<file path="config.mk">
export PLATFORM = sky130hd
export DESIGN_NAME = instr_sequencer
export DESIGN_NICKNAME = d
export VERILOG_FILES = /design/src/chip8_isa_pkg.sv /design/src/chip8_core_pkg.sv /design/src/instr_sequencer.sv
export SDC_FILE = /design/constraint.sdc
export NUM_CORES = 1
export LEC_CHECK = 0
export BUFFER_PORTS_ARGS = -buffer_cell sky130_fd_sc_hd__buf_2
export CAP_MARGIN = 0
export CORE_UTILIZATION = 56
export DETAILED_ROUTE_END_ITERATION = 6
export PLACE_DENSITY = 0.85
export SYNTH_ARGS = -nofsm -noshare
export SYNTH_HDL_FRONTEND = slang
export SYNTH_SLANG_ARGS = --single-unit
</file>
<file path="constraint.sdc">
create_clock -name clk -period 6.06 [get_ports clk]
set_clock_uncertainty 0.1 [all_clocks]
set_input_delay 1.818 -clock clk [delete_from_list [all_inputs] [get_ports clk]]
set_output_delay 1.818 -clock clk [all_outputs]
set_load 0.01 [all_outputs]
</file>
<file path="src/chip8_isa_pkg.sv">
`default_nettype none

package chip8_isa_pkg;

   localparam int ADDR_W = 12;
   localparam int BYTE_W = 8;
   localparam int NIB_W  = 4;

   typedef logic [ADDR_W-1:0] addr_t;
   typedef logic [BYTE_W-1:0] byte_t;
   typedef logic [NIB_W-1:0]  reg_idx_t;
   typedef logic [NIB_W-1:0]  nib_t;

   localparam addr_t    PROG_START  = 12'h200;
   localparam int       MEM_BYTES   = 1 << ADDR_W;
   localparam int       NUM_REGS    = 16;
   localparam reg_idx_t FLAG_REG    = 4'hF;   // VF
   localparam int       STACK_DEPTH = 16;

   // Fx second byte
   localparam byte_t MISC_ADD_I = 8'h1E;
   localparam byte_t MISC_STORE = 8'h55;
   localparam byte_t MISC_LOAD  = 8'h65;
   localparam byte_t RET_BYTE   = 8'hEE;   // 00EE

   typedef enum logic [3:0] {
      op_sys      = 4'h0,
      op_jp       = 4'h1,
      op_call     = 4'h2,
      op_se_byte  = 4'h3,
      op_sne_byte = 4'h4,
      op_se_reg   = 4'h5,
      op_ld_byte  = 4'h6,
      op_add_byte = 4'h7,
      op_alu      = 4'h8,
      op_sne_reg  = 4'h9,
      op_ld_i     = 4'hA,
      op_jp_v0    = 4'hB,
      op_rnd      = 4'hC,
      op_drw      = 4'hD,
      op_skp      = 4'hE,
      op_misc     = 4'hF
   } opcode_e;

   typedef enum logic [3:0] {
      alu_ld   = 4'h0,
      alu_or   = 4'h1,
      alu_and  = 4'h2,
      alu_xor  = 4'h3,
      alu_add  = 4'h4,
      alu_sub  = 4'h5,
      alu_shr  = 4'h6,
      alu_subn = 4'h7,
      alu_shl  = 4'hE
   } alu_fn_e;

   // one instruction word, hi byte first
   typedef struct packed {
      opcode_e  op;
      reg_idx_t x;
      reg_idx_t y;
      nib_t     n;
   } instr_t;

endpackage

`default_nettype wire

</file>
<file path="src/chip8_core_pkg.sv">
`default_nettype none

package chip8_core_pkg;

   localparam int SP_W = $clog2(chip8_isa_pkg::STACK_DEPTH);

   typedef logic [SP_W-1:0] sp_t;

   // Fx65 counts to x+1, one past the last register
   typedef logic [4:0] xfer_cnt_t;

   typedef enum logic [2:0] {
      st_idle,
      st_rd_hi,
      st_rd_lo,
      st_exec,
      st_alu_flag,
      st_xfer_rd,
      st_xfer_wr
   } seq_state_e;

   typedef struct packed {
      logic                    en;
      chip8_isa_pkg::reg_idx_t idx;
      chip8_isa_pkg::byte_t    data;
   } reg_wr_t;

   typedef struct packed {
      logic                 en;
      chip8_isa_pkg::addr_t addr;
      chip8_isa_pkg::byte_t data;
   } mem_wr_t;

endpackage

`default_nettype wire

</file>
<file path="src/instr_sequencer.sv">
`default_nettype none

module instr_sequencer (
   input  wire                            clk,
   input  wire                            rst_n_i,
   input  wire                            run_i,
   input  wire  chip8_isa_pkg::byte_t     mem_q_i,
   input  wire  chip8_isa_pkg::byte_t     vx_i,
   input  wire  chip8_isa_pkg::byte_t     vy_i,
   input  wire  chip8_isa_pkg::byte_t     alu_res_i,
   input  wire                            alu_flag_i,
   input  wire  chip8_isa_pkg::addr_t     stack_top_i,
   output chip8_isa_pkg::addr_t           mem_raddr_o,
   output chip8_core_pkg::mem_wr_t        mem_wr_o,
   output chip8_core_pkg::reg_wr_t        reg_wr_o,
   output chip8_isa_pkg::reg_idx_t        rd_x_o,
   output chip8_isa_pkg::reg_idx_t        rd_y_o,
   output chip8_isa_pkg::alu_fn_e         alu_fn_o,
   output logic                           push_o,
   output logic                           pop_o,
   output chip8_isa_pkg::addr_t           push_addr_o,
   output logic                           retire_o,
   output chip8_isa_pkg::addr_t           retire_pc_o
);

   chip8_core_pkg::seq_state_e  st_q;
   chip8_core_pkg::seq_state_e  st_d;
   chip8_isa_pkg::addr_t        pc_q;
   chip8_isa_pkg::addr_t        pc_nxt;
   chip8_isa_pkg::addr_t        i_q;
   chip8_isa_pkg::addr_t        xfer_addr;
   chip8_isa_pkg::instr_t       ir_q;
   chip8_isa_pkg::instr_t       cur;
   chip8_isa_pkg::byte_t        kk;
   chip8_isa_pkg::addr_t        nnn;
   chip8_core_pkg::xfer_cnt_t   cnt_q;
   logic [chip8_core_pkg::SP_W:0] stk_lvl;   // entries in use
   logic                        flag_q;
   logic                        done;
   logic                        in_exec;
   logic                        is_ret;
   logic                        is_store;
   logic                        is_load;
   logic                        alu_wr;
   logic                        alu_two;

   // low byte comes straight off the memory in exec
   assign in_exec = (st_q == chip8_core_pkg::st_exec);
   assign cur     = in_exec ? {ir_q[15:8], mem_q_i} : ir_q;
   assign kk      = {cur.y, cur.n};
   assign nnn     = {cur.x, cur.y, cur.n};

   assign is_ret   = (cur.op == chip8_isa_pkg::op_sys) && (kk == chip8_isa_pkg::RET_BYTE);
   assign is_store = (cur.op == chip8_isa_pkg::op_misc) && (kk == chip8_isa_pkg::MISC_STORE);
   assign is_load  = (cur.op == chip8_isa_pkg::op_misc) && (kk == chip8_isa_pkg::MISC_LOAD);

   assign alu_fn_o  = chip8_isa_pkg::alu_fn_e'(cur.n);
   assign xfer_addr = i_q + chip8_isa_pkg::addr_t'(cnt_q);

   always_comb
   begin
      alu_wr  = 1'b1;
      alu_two = 1'b0;
      case (alu_fn_o)
         chip8_isa_pkg::alu_ld, chip8_isa_pkg::alu_or,
         chip8_isa_pkg::alu_and, chip8_isa_pkg::alu_xor:
            alu_two = 1'b0;
         chip8_isa_pkg::alu_add, chip8_isa_pkg::alu_sub, chip8_isa_pkg::alu_shr,
         chip8_isa_pkg::alu_subn, chip8_isa_pkg::alu_shl:
            alu_two = 1'b1;   // VF follows next cycle
         default:
            alu_wr = 1'b0;
      endcase
   end

   always_comb
   begin
      rd_x_o = cur.x;
      if (st_q == chip8_core_pkg::st_xfer_wr)
         rd_x_o = chip8_isa_pkg::reg_idx_t'(cnt_q);
      else if (cur.op == chip8_isa_pkg::op_jp_v0)
         rd_x_o = '0;   // V0 offset
   end

   assign rd_y_o = cur.y;

   always_comb
   begin
      st_d = st_q;
      done = 1'b0;
      case (st_q)
         chip8_core_pkg::st_idle:
            if (run_i)
               st_d = chip8_core_pkg::st_rd_hi;
         chip8_core_pkg::st_rd_hi:
            st_d = chip8_core_pkg::st_rd_lo;
         chip8_core_pkg::st_rd_lo:
            st_d = chip8_core_pkg::st_exec;
         chip8_core_pkg::st_exec:
            if (cur.op == chip8_isa_pkg::op_alu && alu_two)
               st_d = chip8_core_pkg::st_alu_flag;
            else if (is_store)
               st_d = chip8_core_pkg::st_xfer_wr;
            else if (is_load)
               st_d = chip8_core_pkg::st_xfer_rd;
            else
               done = 1'b1;
         chip8_core_pkg::st_alu_flag:
            done = 1'b1;
         chip8_core_pkg::st_xfer_wr:
            done = (chip8_isa_pkg::reg_idx_t'(cnt_q) == cur.x);
         chip8_core_pkg::st_xfer_rd:
            done = (cnt_q == chip8_core_pkg::xfer_cnt_t'(cur.x) + 1'b1);   // last write
         default:
            st_d = chip8_core_pkg::st_idle;
      endcase
      if (done)
         st_d = chip8_core_pkg::st_idle;
   end

   always_comb
   begin
      pc_nxt = pc_q + 12'd2;
      if (in_exec)
      begin
         case (cur.op)
            chip8_isa_pkg::op_sys:
               if (is_ret)
                  pc_nxt = stack_top_i;
            chip8_isa_pkg::op_jp, chip8_isa_pkg::op_call:
               pc_nxt = nnn;
            chip8_isa_pkg::op_se_byte:
               if (vx_i == kk)
                  pc_nxt = pc_q + 12'd4;
            chip8_isa_pkg::op_sne_byte:
               if (vx_i != kk)
                  pc_nxt = pc_q + 12'd4;
            chip8_isa_pkg::op_se_reg:
               if (vx_i == vy_i)
                  pc_nxt = pc_q + 12'd4;
            chip8_isa_pkg::op_sne_reg:
               if (vx_i != vy_i)
                  pc_nxt = pc_q + 12'd4;
            chip8_isa_pkg::op_jp_v0:
               pc_nxt = nnn + chip8_isa_pkg::addr_t'(vx_i);   // wraps at 12 bits
            default:
               pc_nxt = pc_q + 12'd2;
         endcase
      end
   end

   always_comb
   begin
      case (st_q)
         chip8_core_pkg::st_rd_lo:   mem_raddr_o = pc_q + 12'd1;
         chip8_core_pkg::st_xfer_rd: mem_raddr_o = xfer_addr;
         default:                    mem_raddr_o = pc_q;
      endcase
   end

   assign mem_wr_o = '{en: (st_q == chip8_core_pkg::st_xfer_wr), addr: xfer_addr, data: vx_i};

   always_comb
   begin
      reg_wr_o = '0;
      case (st_q)
         chip8_core_pkg::st_exec:
            case (cur.op)
               chip8_isa_pkg::op_ld_byte:
                  reg_wr_o = '{en: 1'b1, idx: cur.x, data: kk};
               chip8_isa_pkg::op_add_byte:
                  reg_wr_o = '{en: 1'b1, idx: cur.x, data: vx_i + kk};   // no carry
               chip8_isa_pkg::op_alu:
                  reg_wr_o = '{en: alu_wr, idx: cur.x, data: alu_res_i};
               default:
                  reg_wr_o = '0;
            endcase
         chip8_core_pkg::st_alu_flag:
            reg_wr_o = '{en: 1'b1, idx: chip8_isa_pkg::FLAG_REG,
                         data: chip8_isa_pkg::byte_t'(flag_q)};
         chip8_core_pkg::st_xfer_rd:
            // data for register cnt-1 arrives now
            if (cnt_q != '0)
               reg_wr_o = '{en: 1'b1, idx: chip8_isa_pkg::reg_idx_t'(cnt_q - 1'b1),
                            data: mem_q_i};
         default:
            reg_wr_o = '0;
      endcase
   end

   assign push_o      = in_exec && (cur.op == chip8_isa_pkg::op_call);
   assign pop_o       = in_exec && is_ret;
   assign push_addr_o = pc_q + 12'd2;

   always_ff @(posedge clk or negedge rst_n_i)
   begin
      if (!rst_n_i)
      begin
         st_q     <= chip8_core_pkg::st_idle;
         pc_q     <= chip8_isa_pkg::PROG_START;
         i_q      <= '0;
         cnt_q    <= '0;
         stk_lvl  <= '0;
         retire_o <= 1'b0;
      end
      else
      begin
         st_q     <= st_d;
         retire_o <= done;
         if (done)
            pc_q <= pc_nxt;
         if (in_exec)
            cnt_q <= '0;
         else if (st_q == chip8_core_pkg::st_xfer_wr || st_q == chip8_core_pkg::st_xfer_rd)
            cnt_q <= cnt_q + 1'b1;
         if (in_exec && cur.op == chip8_isa_pkg::op_ld_i)
            i_q <= nnn;
         else if (in_exec && cur.op == chip8_isa_pkg::op_misc
                  && kk == chip8_isa_pkg::MISC_ADD_I)
            i_q <= i_q + chip8_isa_pkg::addr_t'(vx_i);   // VF untouched
         if (push_o)
            stk_lvl <= stk_lvl + 1'b1;
         else if (pop_o)
            stk_lvl <= stk_lvl - 1'b1;
      end
   end

   always_ff @(posedge clk)
   begin
      if (st_q == chip8_core_pkg::st_rd_lo)
         ir_q[15:8] <= mem_q_i;
      if (in_exec)
      begin
         ir_q   <= cur;
         flag_q <= alu_flag_i;   // ALU inputs change once Vx is written
      end
      if (done)
         retire_pc_o <= pc_q;
   end

   a_no_pop_empty: assert property (@(posedge clk) disable iff (!rst_n_i)
      pop_o |-> stk_lvl != '0);

   a_no_push_full: assert property (@(posedge clk) disable iff (!rst_n_i)
      push_o |-> stk_lvl < chip8_isa_pkg::STACK_DEPTH);

   // a write while stopped would be dropped by the top mux
   a_no_wr_stopped: assert property (@(posedge clk) disable iff (!rst_n_i)
      mem_wr_o.en |-> run_i);

endmodule

`default_nettype wire

</file>
==> out/metrics.csv, run 1 <==
stage,metric,value,unit
run_status,status,completed,
finish,drive_above_1_share,24.0,%
floorplan,ios,133,
critical_path,crit_cells,12,
critical_path,cp.arrival,4.06,ns
critical_path,crit_fanout,6,
synth,synth_area_leaders,"edfxtp_1 15%, dfrtp_1 14%, ha_1 5.9%, xnor2_1 5.3%, nand2_1 5.2%",
global_routing,grt_pass1_vias,5988,
critical_path,rrSetupSlack,1.83,ns
clock_network,clockRootBuffer,clkbuf_8,
critical_path,start_kind,primary input,
synth,synth_area,0.00591,sq mm
synth,synth-compound-area-share,25.1,%
critical_path,crit-reg2reg-launch,st_q[2],
critical_path,worstPathCellList,"clkbuf_4, or2b_1, a21oi_2, or2_4, ha_2, or3_4, a211oi_2, nor2_1, xor2_1, a222oi_1, o21ai_1, buf_2",
critical_path,end_kind,primary output,
timing,setup_viol_count_final,0,
flow_run,drv_cap,0,
global_routing,antenna_found_initial,0,
clock_network,clock_sinks,62,
power,pwr_density_cell,432,mW/mm^2
synth,seq_area_frac_synth,28.7,%
timing,fmax,167,MHz
timing,worstMarginPinSlew,1.28,ns
placement,finalWeightedCongestion,1.03,
critical_path,r2r_cells,13,
global_routing,grt_max_degree,36,
timing,drv_slew,0,
synth,synthMuxAreaShare,0.867,%
synth,synth_top_family_by_area,compound AO/OA/AOI/OAI gates,
timing,fin_crit,5.97,ns
timing,period_share,98.6,%
detailed_routing,initialDrtViolationCount,718,
synth,synth_fa_ha_area_share,6.60,%
clock_network,clockBufferDepth,2,
synth,synth_top_area_share,14.7,%
finish,diodes,0,
power,ir_drop,0.278,mV
global_routing,grt_usage,37.6,%
floorplan,core,0.0103,sq mm
finish,stdcell_count,952,
critical_path,rr_endpoint,pc_q[3],
detailed_routing,num_vias,6336,
clock_network,ctsHoldBuffers,0,
synth,synth-edff-count,29,
global_routing,grt_overflow,0,
synth,netlist_instances,715,
timing,hold_viol_final,0,
clock_network,clk_pin_slew,0.08,ns
critical_path,cp_slowest_stage_delay,0.38,ns
floorplan,die_x,105,microns
floorplan,rows,37,
synth,synth_cell_types,75,
synth,synth_xor_area_share,8.74,%
synth,yosys.area_share.simple,22.4,%
finish,postLayoutCoreUtil,65.9,%
timing,max_slew_margin,14.0,%
synth,synthFlopType,dfrtp_1,
detailed_routing,finalWirelength,20.5,mm
placement,numPortBuffers,132,
placement,dp_cells,936,
critical_path,path_class,primary input to primary output,
finish,nNetsFinal,889,
global_routing,grt_first_pass_wirelength,31.9,mm
synth,async_flop_share,53.2,%
clock_network,cts_tree,built,
clock_network,clk_latency,0.36,ns
detailed_routing,drc,0,
floorplan,start_util,57.5,%
detailed_routing,drtPass1Iterations,6,
detailed_routing,via_per_inst,6.66,
critical_path,slowest_stage,or3_4,
worst_hold_path,hold_path_class,register to register,
power,cellLeakagePower,2.95,nW
floorplan,die-area,0.0110,sq mm
detailed_routing,antenna_left,0,
clock_network,cts.htree.levels,3,
synth,yosysWarnings,0,
synth,ys_ff_latch,62,
critical_path,endpoint,reg_wr_o[4],
detailed_routing,wl_per_cell,21.5,microns
critical_path,crit_required,4.14,ns
placement,dp_hpwl,15.8,mm
clock_network,cts_buffers,9,
synth,post-synth-top-count-cell,nand2_1,
finish,area_growth,14.4,%
critical_path,critical_path_buf_inv_count,2,
critical_path,crit_family,simple AND/OR/NAND/NOR gates,
floorplan,die_height,105,microns
synth,synth_area_leader_cell,edfxtp_1,
synth,avgSynthCellArea,8.27,sq um
synth,synth_common_cells,"82 x nand2_1, 48 x nor2_1, 42 x o21ai_0",
synth,syn-num-nets,793,
critical_path,critPathLaunch,vx_i[1],
## cell type report
type,count,area (sq um)
multi-input combinational,563,3790
fill,939,3510
sequential,62,1700
timing repair buffer,150,798
clock buffer,15,209
tap,136,170
inverter,25,93.8
clock inverter,1,6.26
## layer usage
metal	GRT usage (%)	part of all wire, %
met2	60.9	46
met1	46.7	38
met5	0	0
met3	7.74	11
met4	21.0	5.2
## layout by cell type (no fill, tap or decap), types with 8 or more instances in the layout
cell,instances
nand2b_1,9
xor2_1,23
buf_4,18
clkbuf_8,11
buf_2,131
nand3_1,20
nand4_1,12
a21o_1,11
o211ai_1,8
a21oi_1,38
edfxtp_1,29
nand2_1,82
o21ai_0,40
a221o_1,15
dfrtp_1,32
ha_1,26
nor2b_1,14
nor3_1,20
nor2_1,48
inv_1,23
a222oi_1,8
xnor2_1,36
o21ai_1,8
a31oi_1,12
## power breakdown
| part | switching (mW) | internal, mW | leakage (nW) |
|---|---|---|---|
| Clock | 0.173 | 0.222 | 0.111 |
| Combinational | 0.993 | 0.678 | 2.17 |
| Sequential | 0.253 | 0.606 | 0.670 |
## flip-flops by register name, indices dropped and copies added, names as in the netlist
| signal | cells |
|---|---|
| i_q | 12 |
| flag_q | 1 |
| cnt_q | 5 |
| pc_q | 12 |
| st_q | 3 |
| retire_pc_o | 12 |
| retire_o | 1 |
| ir_q | 16 |
## logic make-up (layout without fill, tap and decap cells)
family,Yosys count,count (layout)
AOI/OAI and AO/OA,212,212
xor gates and xnor gates,59,59
adders and majority gates,30,30
buffers and inverters,90,191
DFF,62,62
muxes,5,5
and+or+nand+nor,257,257
## worst register-to-register path, stage by stage, from the launching register on
cell and delay [ns]:
dfrtp_1 0.55, nand3b_4 0.21, buf_4 0.32, mux2i_2 0.31, inv_1 0.11, ha_2 0.32
nor4_1 0.30, nand2_1 0.15, nor3_2 0.42, o21bai_1 0.17, a211oi_2 0.64, o21ai_0 0.20
a21oi_1 0.21, a21oi_1 0.09
## how the worst min path moves through the flow
stage | end | slack, ns | cells past startpoint | startpoint
finish | i_q[11] | 0.47 | 1 | i_q[11]
global route | retire_pc_o[2] | 0.51 | 0 | pc_q[2]
CTS | i_q[11] | 0.47 | 1 | i_q[11]
detailed placement | retire_pc_o[2] | 0.46 | 0 | pc_q[2]
global placement | i_q[11] | 0.45 | 1 | i_q[11]
floorplan | retire_pc_o[6] | 0.32 | 0 | pc_q[6]
## per-stage QoR
stage                     setup TNS, ns  setup slack, ns  hold WS (ns)  power [mW]  instance area, sq um
after floorplan                       0            0.244         0.320        1.93                  5910
after global placement                0           0.0702         0.455        2.41                  6530
after detailed placement        -0.0217          -0.0217         0.462        2.47                  6530
after CTS                             0           0.0163         0.474        2.87                  6750
after global routing           -0.00273         -0.00273         0.510        3.09                  6770
final                                 0           0.0862         0.471        2.92                  6770
## repair_timing
item | in CTS | in global routing
pin swaps | 0 | 5
gates resized for setup | 1 | 9
buffers inserted | 0 | 0
endpoints found under the setup margin | 1 | 4
No activity file was read; power rests on OpenSTA's default activity.
==> run 2: changes to the inputs <==
- CTS_BUF_LIST: default -> sky130_fd_sc_hd__clkbuf_16
- CTS_CLUSTER_SIZE: default -> 40
- PLACE_DENSITY: 0.85 -> 0.79
==> run 2 against run 1 <==
The flow now finishes with violations (DRC). Design area up 3.3%. Global-route usage up 1.0 points. Sequential power down 0.7%. Non-clock buffer count up 9.
==> out/metrics.csv, run 2 (same netlist as run 1, synthesis figures left out) <==
stage,metric,value,unit,change
run_status,status,finished with violations,,
run_status,violations,DRC,,
critical_path,path_class,primary input to primary output,,
critical_path,cp.arrival,4.02,ns,-0.04 ns
critical_path,rrSetupSlack,1.35,ns,-0.48 ns
finish,layout_common_cells,"130 x buf_2, 82 x nand2_1, 48 x nor2_1, 41 x o21ai_0, 37 x a21oi_1",,
finish,area_growth,18.2,%,
timing,worstMarginPinSlew,1.01,ns,-0.267 ns
timing,hold_slack,0.449,ns,-0.0219 ns
clock_network,clk_pin_slew,0.06,ns,-0.02 ns
floorplan,core,0.0103,sq mm,unchanged
floorplan,die_x,105,microns,unchanged
detailed_routing,drtPass1Iterations,7,,+1
critical_path,crit-reg2reg-launch,st_q[2],,
placement,place_area,0.00659,sq mm,+0.92%
finish,n_fill_cell,878,,-6.5%
detailed_routing,num_vias,6300,,-0.57%
clock_network,ctsHoldBuffers,0,,unchanged
floorplan,die_height,105,microns,unchanged
finish,final_common_cell,buf_2,,
floorplan,ios,133,,unchanged
critical_path,start_kind,primary input,,
clock_network,clock_sinks,62,,unchanged
clock_network,cts.htree.levels,3,,unchanged
detailed_routing,wl_per_cell,21.8,microns,+1.4%
timing,period_share,97.9,%,-0.65 points
finish,diodes,0,,unchanged
finish,regArea,0.00170,sq mm,unchanged
timing,setup_viol_count_final,0,,unchanged
finish,largest_reg_flops,16,,unchanged
floorplan,die-area,0.0110,sq mm,unchanged
critical_path,rr_endpoint,pc_q[11],,
finish,regMostFlops,ir_q,,
critical_path,worstPathCellList,"buf_6, or2b_1, a21oi_2, or2_4, ha_2, or3_4, a211oi_2, or3_1, and3_1, a222oi_1, o21ai_1, buf_2",,
clock_network,clockRootBuffer,clkbuf_16,,
timing,hold_viol_final,0,,unchanged
critical_path,r2r_cells,13,,unchanged
clock_network,clockBufferDepth,2,,unchanged
floorplan,start_util,57.5,%,unchanged
floorplan,rows,37,,unchanged
timing,rsz0062_at_grt,no,,
worst_hold_path,hold_end,i_q[11],,
timing,fin_crit,5.93,ns,-0.0394 ns
timing,max_slew_margin,32.1,%,+18 points
detailed_routing,initialDrtViolationCount,676,,-5.8%
clock_network,cts_buffers,9,,unchanged
finish,multi_input_area,0.00384,sq mm,+1.2%
detailed_routing,antenna_left,0,,unchanged
power,pwr_density_cell,448,mW/mm^2,+3.7%
global_routing,grt_max_degree,36,,unchanged
placement,dp_hpwl,16.1,mm,+1.9%
finish,drive_above_1_share,25.5,%,+1.4 points
critical_path,end_kind,primary output,,
critical_path,slowest_stage,or3_1,,
global_routing,grt_overflow,0,,unchanged
timing,fmax,169,MHz,+0.66%
critical_path,cp_slowest_stage_delay,0.40,ns,+0.02 ns
global_routing,grt_usage,38.7,%,+1.0 points
power,cellLeakagePower,3.07,nW,+4.0%
critical_path,crit_required,4.14,ns,about the same
global_routing,antenna_found_initial,0,,unchanged
finish,nNetsFinal,898,,+1.0%
flow_run,drv_cap,0,,unchanged
placement,finalWeightedCongestion,0.993,,-3.7%
detailed_routing,finalWirelength,21.0,mm,+2.4%
worst_hold_path,hold_path_class,register to register,,
clock_network,clk_latency,0.33,ns,-0.03 ns
detailed_routing,drc,3,,+3
placement,numPortBuffers,132,,unchanged
worst_hold_path,holdPathStages,1,,unchanged
finish,fin_area,0.00699,sq mm,+3.3%
global_routing,grt_first_pass_wirelength,32.6,mm,+2.4%
timing,drv_slew,0,,unchanged
worst_hold_path,hp-start,i_q[11],,
critical_path,crit_fanout,6,,unchanged
power,ir_drop,0.199,mV,-28%
clock_network,cts_tree,built,,
detailed_routing,via_per_inst,6.56,,-1.5%
global_routing,grt_pass1_vias,5891,,-1.6%
-- run 2: worst max-delay path by stage --
stage / startpoint / end / cells past startpoint
3_3_place_gp: vx_i[1] / reg_wr_o[4] / 12
3_5_place_dp: vx_i[1] / reg_wr_o[4] / 12
5_1_grt: mem_q_i[0] / reg_wr_o[4] / 12
6_report: vx_i[1] / reg_wr_o[6] / 12
4_1_cts: vx_i[1] / reg_wr_o[4] / 12
2_1_floorplan: vx_i[1] / reg_wr_o[4] / 11
-- run 2: where the power goes --
group	internal (mW)	switching (mW)	total (mW)	leakage, nW
sequential	0.606	0.246	0.852	0.670
combinational	0.703	1.02	1.72	2.25
clock	0.358	0.199	0.557	0.157
-- run 2: timing repair --
action	in CTS	in global routing
setup endpoints to repair	1	4
buffers inserted	0	1
pin swaps	0	6
resized for setup	1	19
-- run 2: final cells by class --
| class | instances | share of cell area (%) |
|---|---|---|
| repair buffers | 159 | 12.5 |
| multi-input cells | 563 | 54.9 |
| inverters | 25 | 1.34 |
| clock buffers | 9 | 3.22 |
| clock inverters | 7 | 1.29 |
| flip-flops and latches | 62 | 24.3 |
| well taps | 136 | 2.43 |
-- run 2: routing by layer --
| layer | up-vias | global-route usage [%] | routed length (microns) |
|---|---|---|---|
| li1 | 2841 | - | - |
| met1 | 2958 | 49.9 | 8230 |
| met2 | 422 | 62.4 | 9750 |
| met3 | 79 | 7.24 | 2050 |
| met4 | 0 | 18.5 | 953 |
| met5 | - | 0 | 0 |
-- run 2: metrics by stage --
stage	utilization (%)	worst slack (ns)	power, mW	std cells	setup TNS [ns]
global route	68.0	0.00859	3.31	961	0
finish	68.0	0.126	3.13	961	0
CTS	67.2	0.0301	3.06	960	0
detailed placement	64.1	-0.0262	2.49	944	-0.0262
floorplan	-	0.244	1.93	715	0
global placement	64.1	0.0677	2.46	944	0
-- run 2: critical path, delay by kind of cell --
kind,cells,cell delay [ns]
simple gates,5,1.11
compound gates,4,0.64
buf+inv,2,0.27
fa+ha+maj,1,0.17
==> run 3: changes to the inputs <==
- CORE_UTILIZATION: 56 -> 30
- CTS_BUF_LIST: sky130_fd_sc_hd__clkbuf_16 -> sky130_fd_sc_hd__clkbuf_8 sky130_fd_sc_hd__clkbuf_16
- PLACE_DENSITY: 0.79 -> 0.46
==> run 3 against run 2 <==
Highest routed layer unchanged. Clock power up 0.7%. Fmax shrank 0.65%. Via count decreased by 3.9%. The run now ends clean.
==> out/metrics.csv, run 3 (same netlist as run 1, synthesis figures left out) <==
stage,metric,value,unit,change
finish,diodes,0,,unchanged
detailed_routing,drtPass1Iterations,5,,-2
detailed_routing,num_vias,6056,,-3.9%
floorplan,rows,50,,+35%
detailed_routing,finalWirelength,23.8,mm,+14%
clock_network,clock_sinks,62,,unchanged
power,power.switching,1.50,mW,+2.1%
floorplan,start_util,31.1,%,-26 points
timing,finalSetupTns,0,ns,unchanged
clock_network,clockRootBuffer,clkbuf_16,,
finish,largest_reg_flops,16,,unchanged
power,pwr_density_cell,446,mW/mm^2,-0.44%
global_routing,grt_first_pass_wirelength,35.6,mm,+9.1%
timing,hold_viol_final,0,,unchanged
detailed_routing,antenna_left,0,,unchanged
finish,nNetsFinal,902,,+0.45%
critical_path,critPathLaunch,vx_i[1],,
detailed_routing,drc,0,,-3
finish,area_growth,20.1,%,
power,pwr-share-clk,17.7,%,about the same
power,swShare,47.2,%,+0.44 points
worst_hold_path,hold_path_class,register to register,,
floorplan,ios,133,,unchanged
critical_path,cp_slowest_stage_delay,0.38,ns,-0.02 ns
clock_network,cts_buffers,9,,unchanged
timing,fmax,167,MHz,-0.65%
critical_path,path_class,primary input to primary output,,
clock_network,cts_tree,built,,
clock_network,cts_setup_buffers,0,,unchanged
floorplan,die_x,142,microns,+36%
power,fin_total_pwr,3.17,mW,+1.1%
critical_path,crit-reg2reg-launch,st_q[2],,
power,power_frac_comb,55.7,%,+0.7 points
global_routing,grt_pass1_vias,5853,,-0.65%
detailed_routing,initialDrtViolationCount,514,,-24%
global_routing,grt_max_degree,36,,unchanged
timing,drv_slew,0,,unchanged
floorplan,core,0.0190,sq mm,+85%
power,cellLeakagePower,3.07,nW,about the same
critical_path,endpoint,reg_wr_o[4],,
finish,final_common_cell,buf_2,,
critical_path,end_kind,primary output,,
flow_run,drv_cap,0,,unchanged
critical_path,rrSetupSlack,1.48,ns,+0.13 ns
finish,drive_above_1_share,24.6,%,-0.85 points
critical_path,cp.arrival,4.06,ns,+0.04 ns
critical_path,rr_endpoint,pc_q[11],,
critical_path,crit_required,4.14,ns,about the same
critical_path,slowest_stage,or3_4,,
detailed_routing,wl_per_cell,21.9,microns,+0.21%
placement,dp_hpwl,18.9,mm,+17%
timing,fin_crit,5.97,ns,+0.0390 ns
global_routing,grt_overflow,0,,unchanged
finish,layout_common_cells,"131 x buf_2, 82 x nand2_1, 48 x nor2_1, 41 x o21ai_0, 38 x a21oi_1",,
critical_path,r2r_cells,13,,unchanged
floorplan,die_height,142,microns,+36%
global_routing,grt_usage,23.9,%,-15 points
timing,worstMarginPinSlew,1.06,ns,+0.0442 ns
clock_network,clk_pin_slew,0.05,ns,about the same
timing,setup_viol_count_final,0,,unchanged
critical_path,start_kind,primary input,,
critical_path,crit_fanout,6,,unchanged
timing,max_slew_margin,29.3,%,-2.8 points
power,internal-power,1.67,mW,+0.32%
critical_path,worstPathCellList,"clkbuf_4, nand2b_1, a21oi_1, or2_2, ha_1, or3_4, a211oi_2, nor2_1, xor2_1, a222oi_1, o21ai_1, buf_2",,
clock_network,clockBufferDepth,2,,unchanged
detailed_routing,via_per_inst,5.56,,-15%
floorplan,die-area,0.0203,sq mm,+85%
clock_network,clk_latency,0.35,ns,+0.02 ns
clock_network,ctsHoldBuffers,0,,unchanged
placement,finalWeightedCongestion,0.910,,-8.3%
timing,rsz0062_at_grt,yes,,
run_status,status,completed,,
timing,period_share,98.6,%,+0.64 points
global_routing,antenna_found_initial,0,,unchanged
clock_network,cts.htree.levels,3,,unchanged
finish,regMostFlops,ir_q,,
power,p_seq_share,26.6,%,-0.6 points
power,ir_drop,0.132,mV,-34%
placement,numPortBuffers,132,,unchanged
-- run 3: how the worst min path moves through the flow --
stage	end	startpoint	cells past startpoint	slack [ns]
final	i_q[11]	i_q[11]	1	0.44
after global routing	i_q[11]	i_q[11]	1	0.46
after CTS	i_q[11]	i_q[11]	1	0.44
after detailed placement	i_q[11]	i_q[11]	1	0.43
after global placement	i_q[11]	i_q[11]	1	0.43
after floorplan	retire_pc_o[6]	pc_q[6]	0	0.32
-- run 3: repair_timing --
item | CTS | global route
setup endpoints to repair | 1 | 4
pin swaps | 0 | 2
gates resized for setup | 1 | 4
-- run 3: cell type report --
type | instances | area (sq um)
flip-flops and latches | 62 | 1700
repair buffers | 163 | 896
fillers | 2063 | 11900
well taps | 260 | 325
multi-input cells | 563 | 3780
clock buffers | 9 | 225
inverters | 25 | 93.8
clock inverters | 7 | 82.6
-- run 3: worst max-delay path: cells and delay by family --
kind            cells  cell delay [ns]
fa+ha+maj           1             0.23
simple gates        4             0.89
buf+inv             2             0.32
compound gates      4             0.62
xor+xnor            1             0.17
-- run 3: stage by stage --
stage / cell area [sq um] / hold WS (ns) / cells / setup WS (ns) / utilization [%]
after detailed placement: 6780 / 0.434 / 1073 / -0.0102 / 35.6
final: 7100 / 0.442 / 1089 / 0.0866 / 37.3
after CTS: 7090 / 0.440 / 1089 / 0.0443 / 37.3
after global placement: 6780 / 0.431 / 1073 / 0.0250 / 35.6
after global routing: 7100 / 0.465 / 1089 / -0.0176 / 37.3
after floorplan: 5910 / 0.320 / 715 / 0.244 / -
-- run 3: power groups by stage --
stage	logic [mW]	clock network, mW	registers [mW]
after floorplan	1.22	0	0.710
after global placement	1.75	0	0.847
after detailed placement	1.76	0	0.848
after CTS	1.77	0.567	0.840
after global routing	1.93	0.585	0.870
final	1.77	0.561	0.843
-- run 3: per-layer routing --
| metal | GRT usage [%] | vias up | share of wire, % |
|---|---|---|---|
| met1 | 31.1 | 2923 | 43 |
| met4 | 8.49 | 0 | 2.5 |
| met2 | 39.9 | 253 | 48 |
| met3 | 3.53 | 39 | 6.6 |
| li1 | - | 2841 | - |
| met5 | 0 | - | 0 |
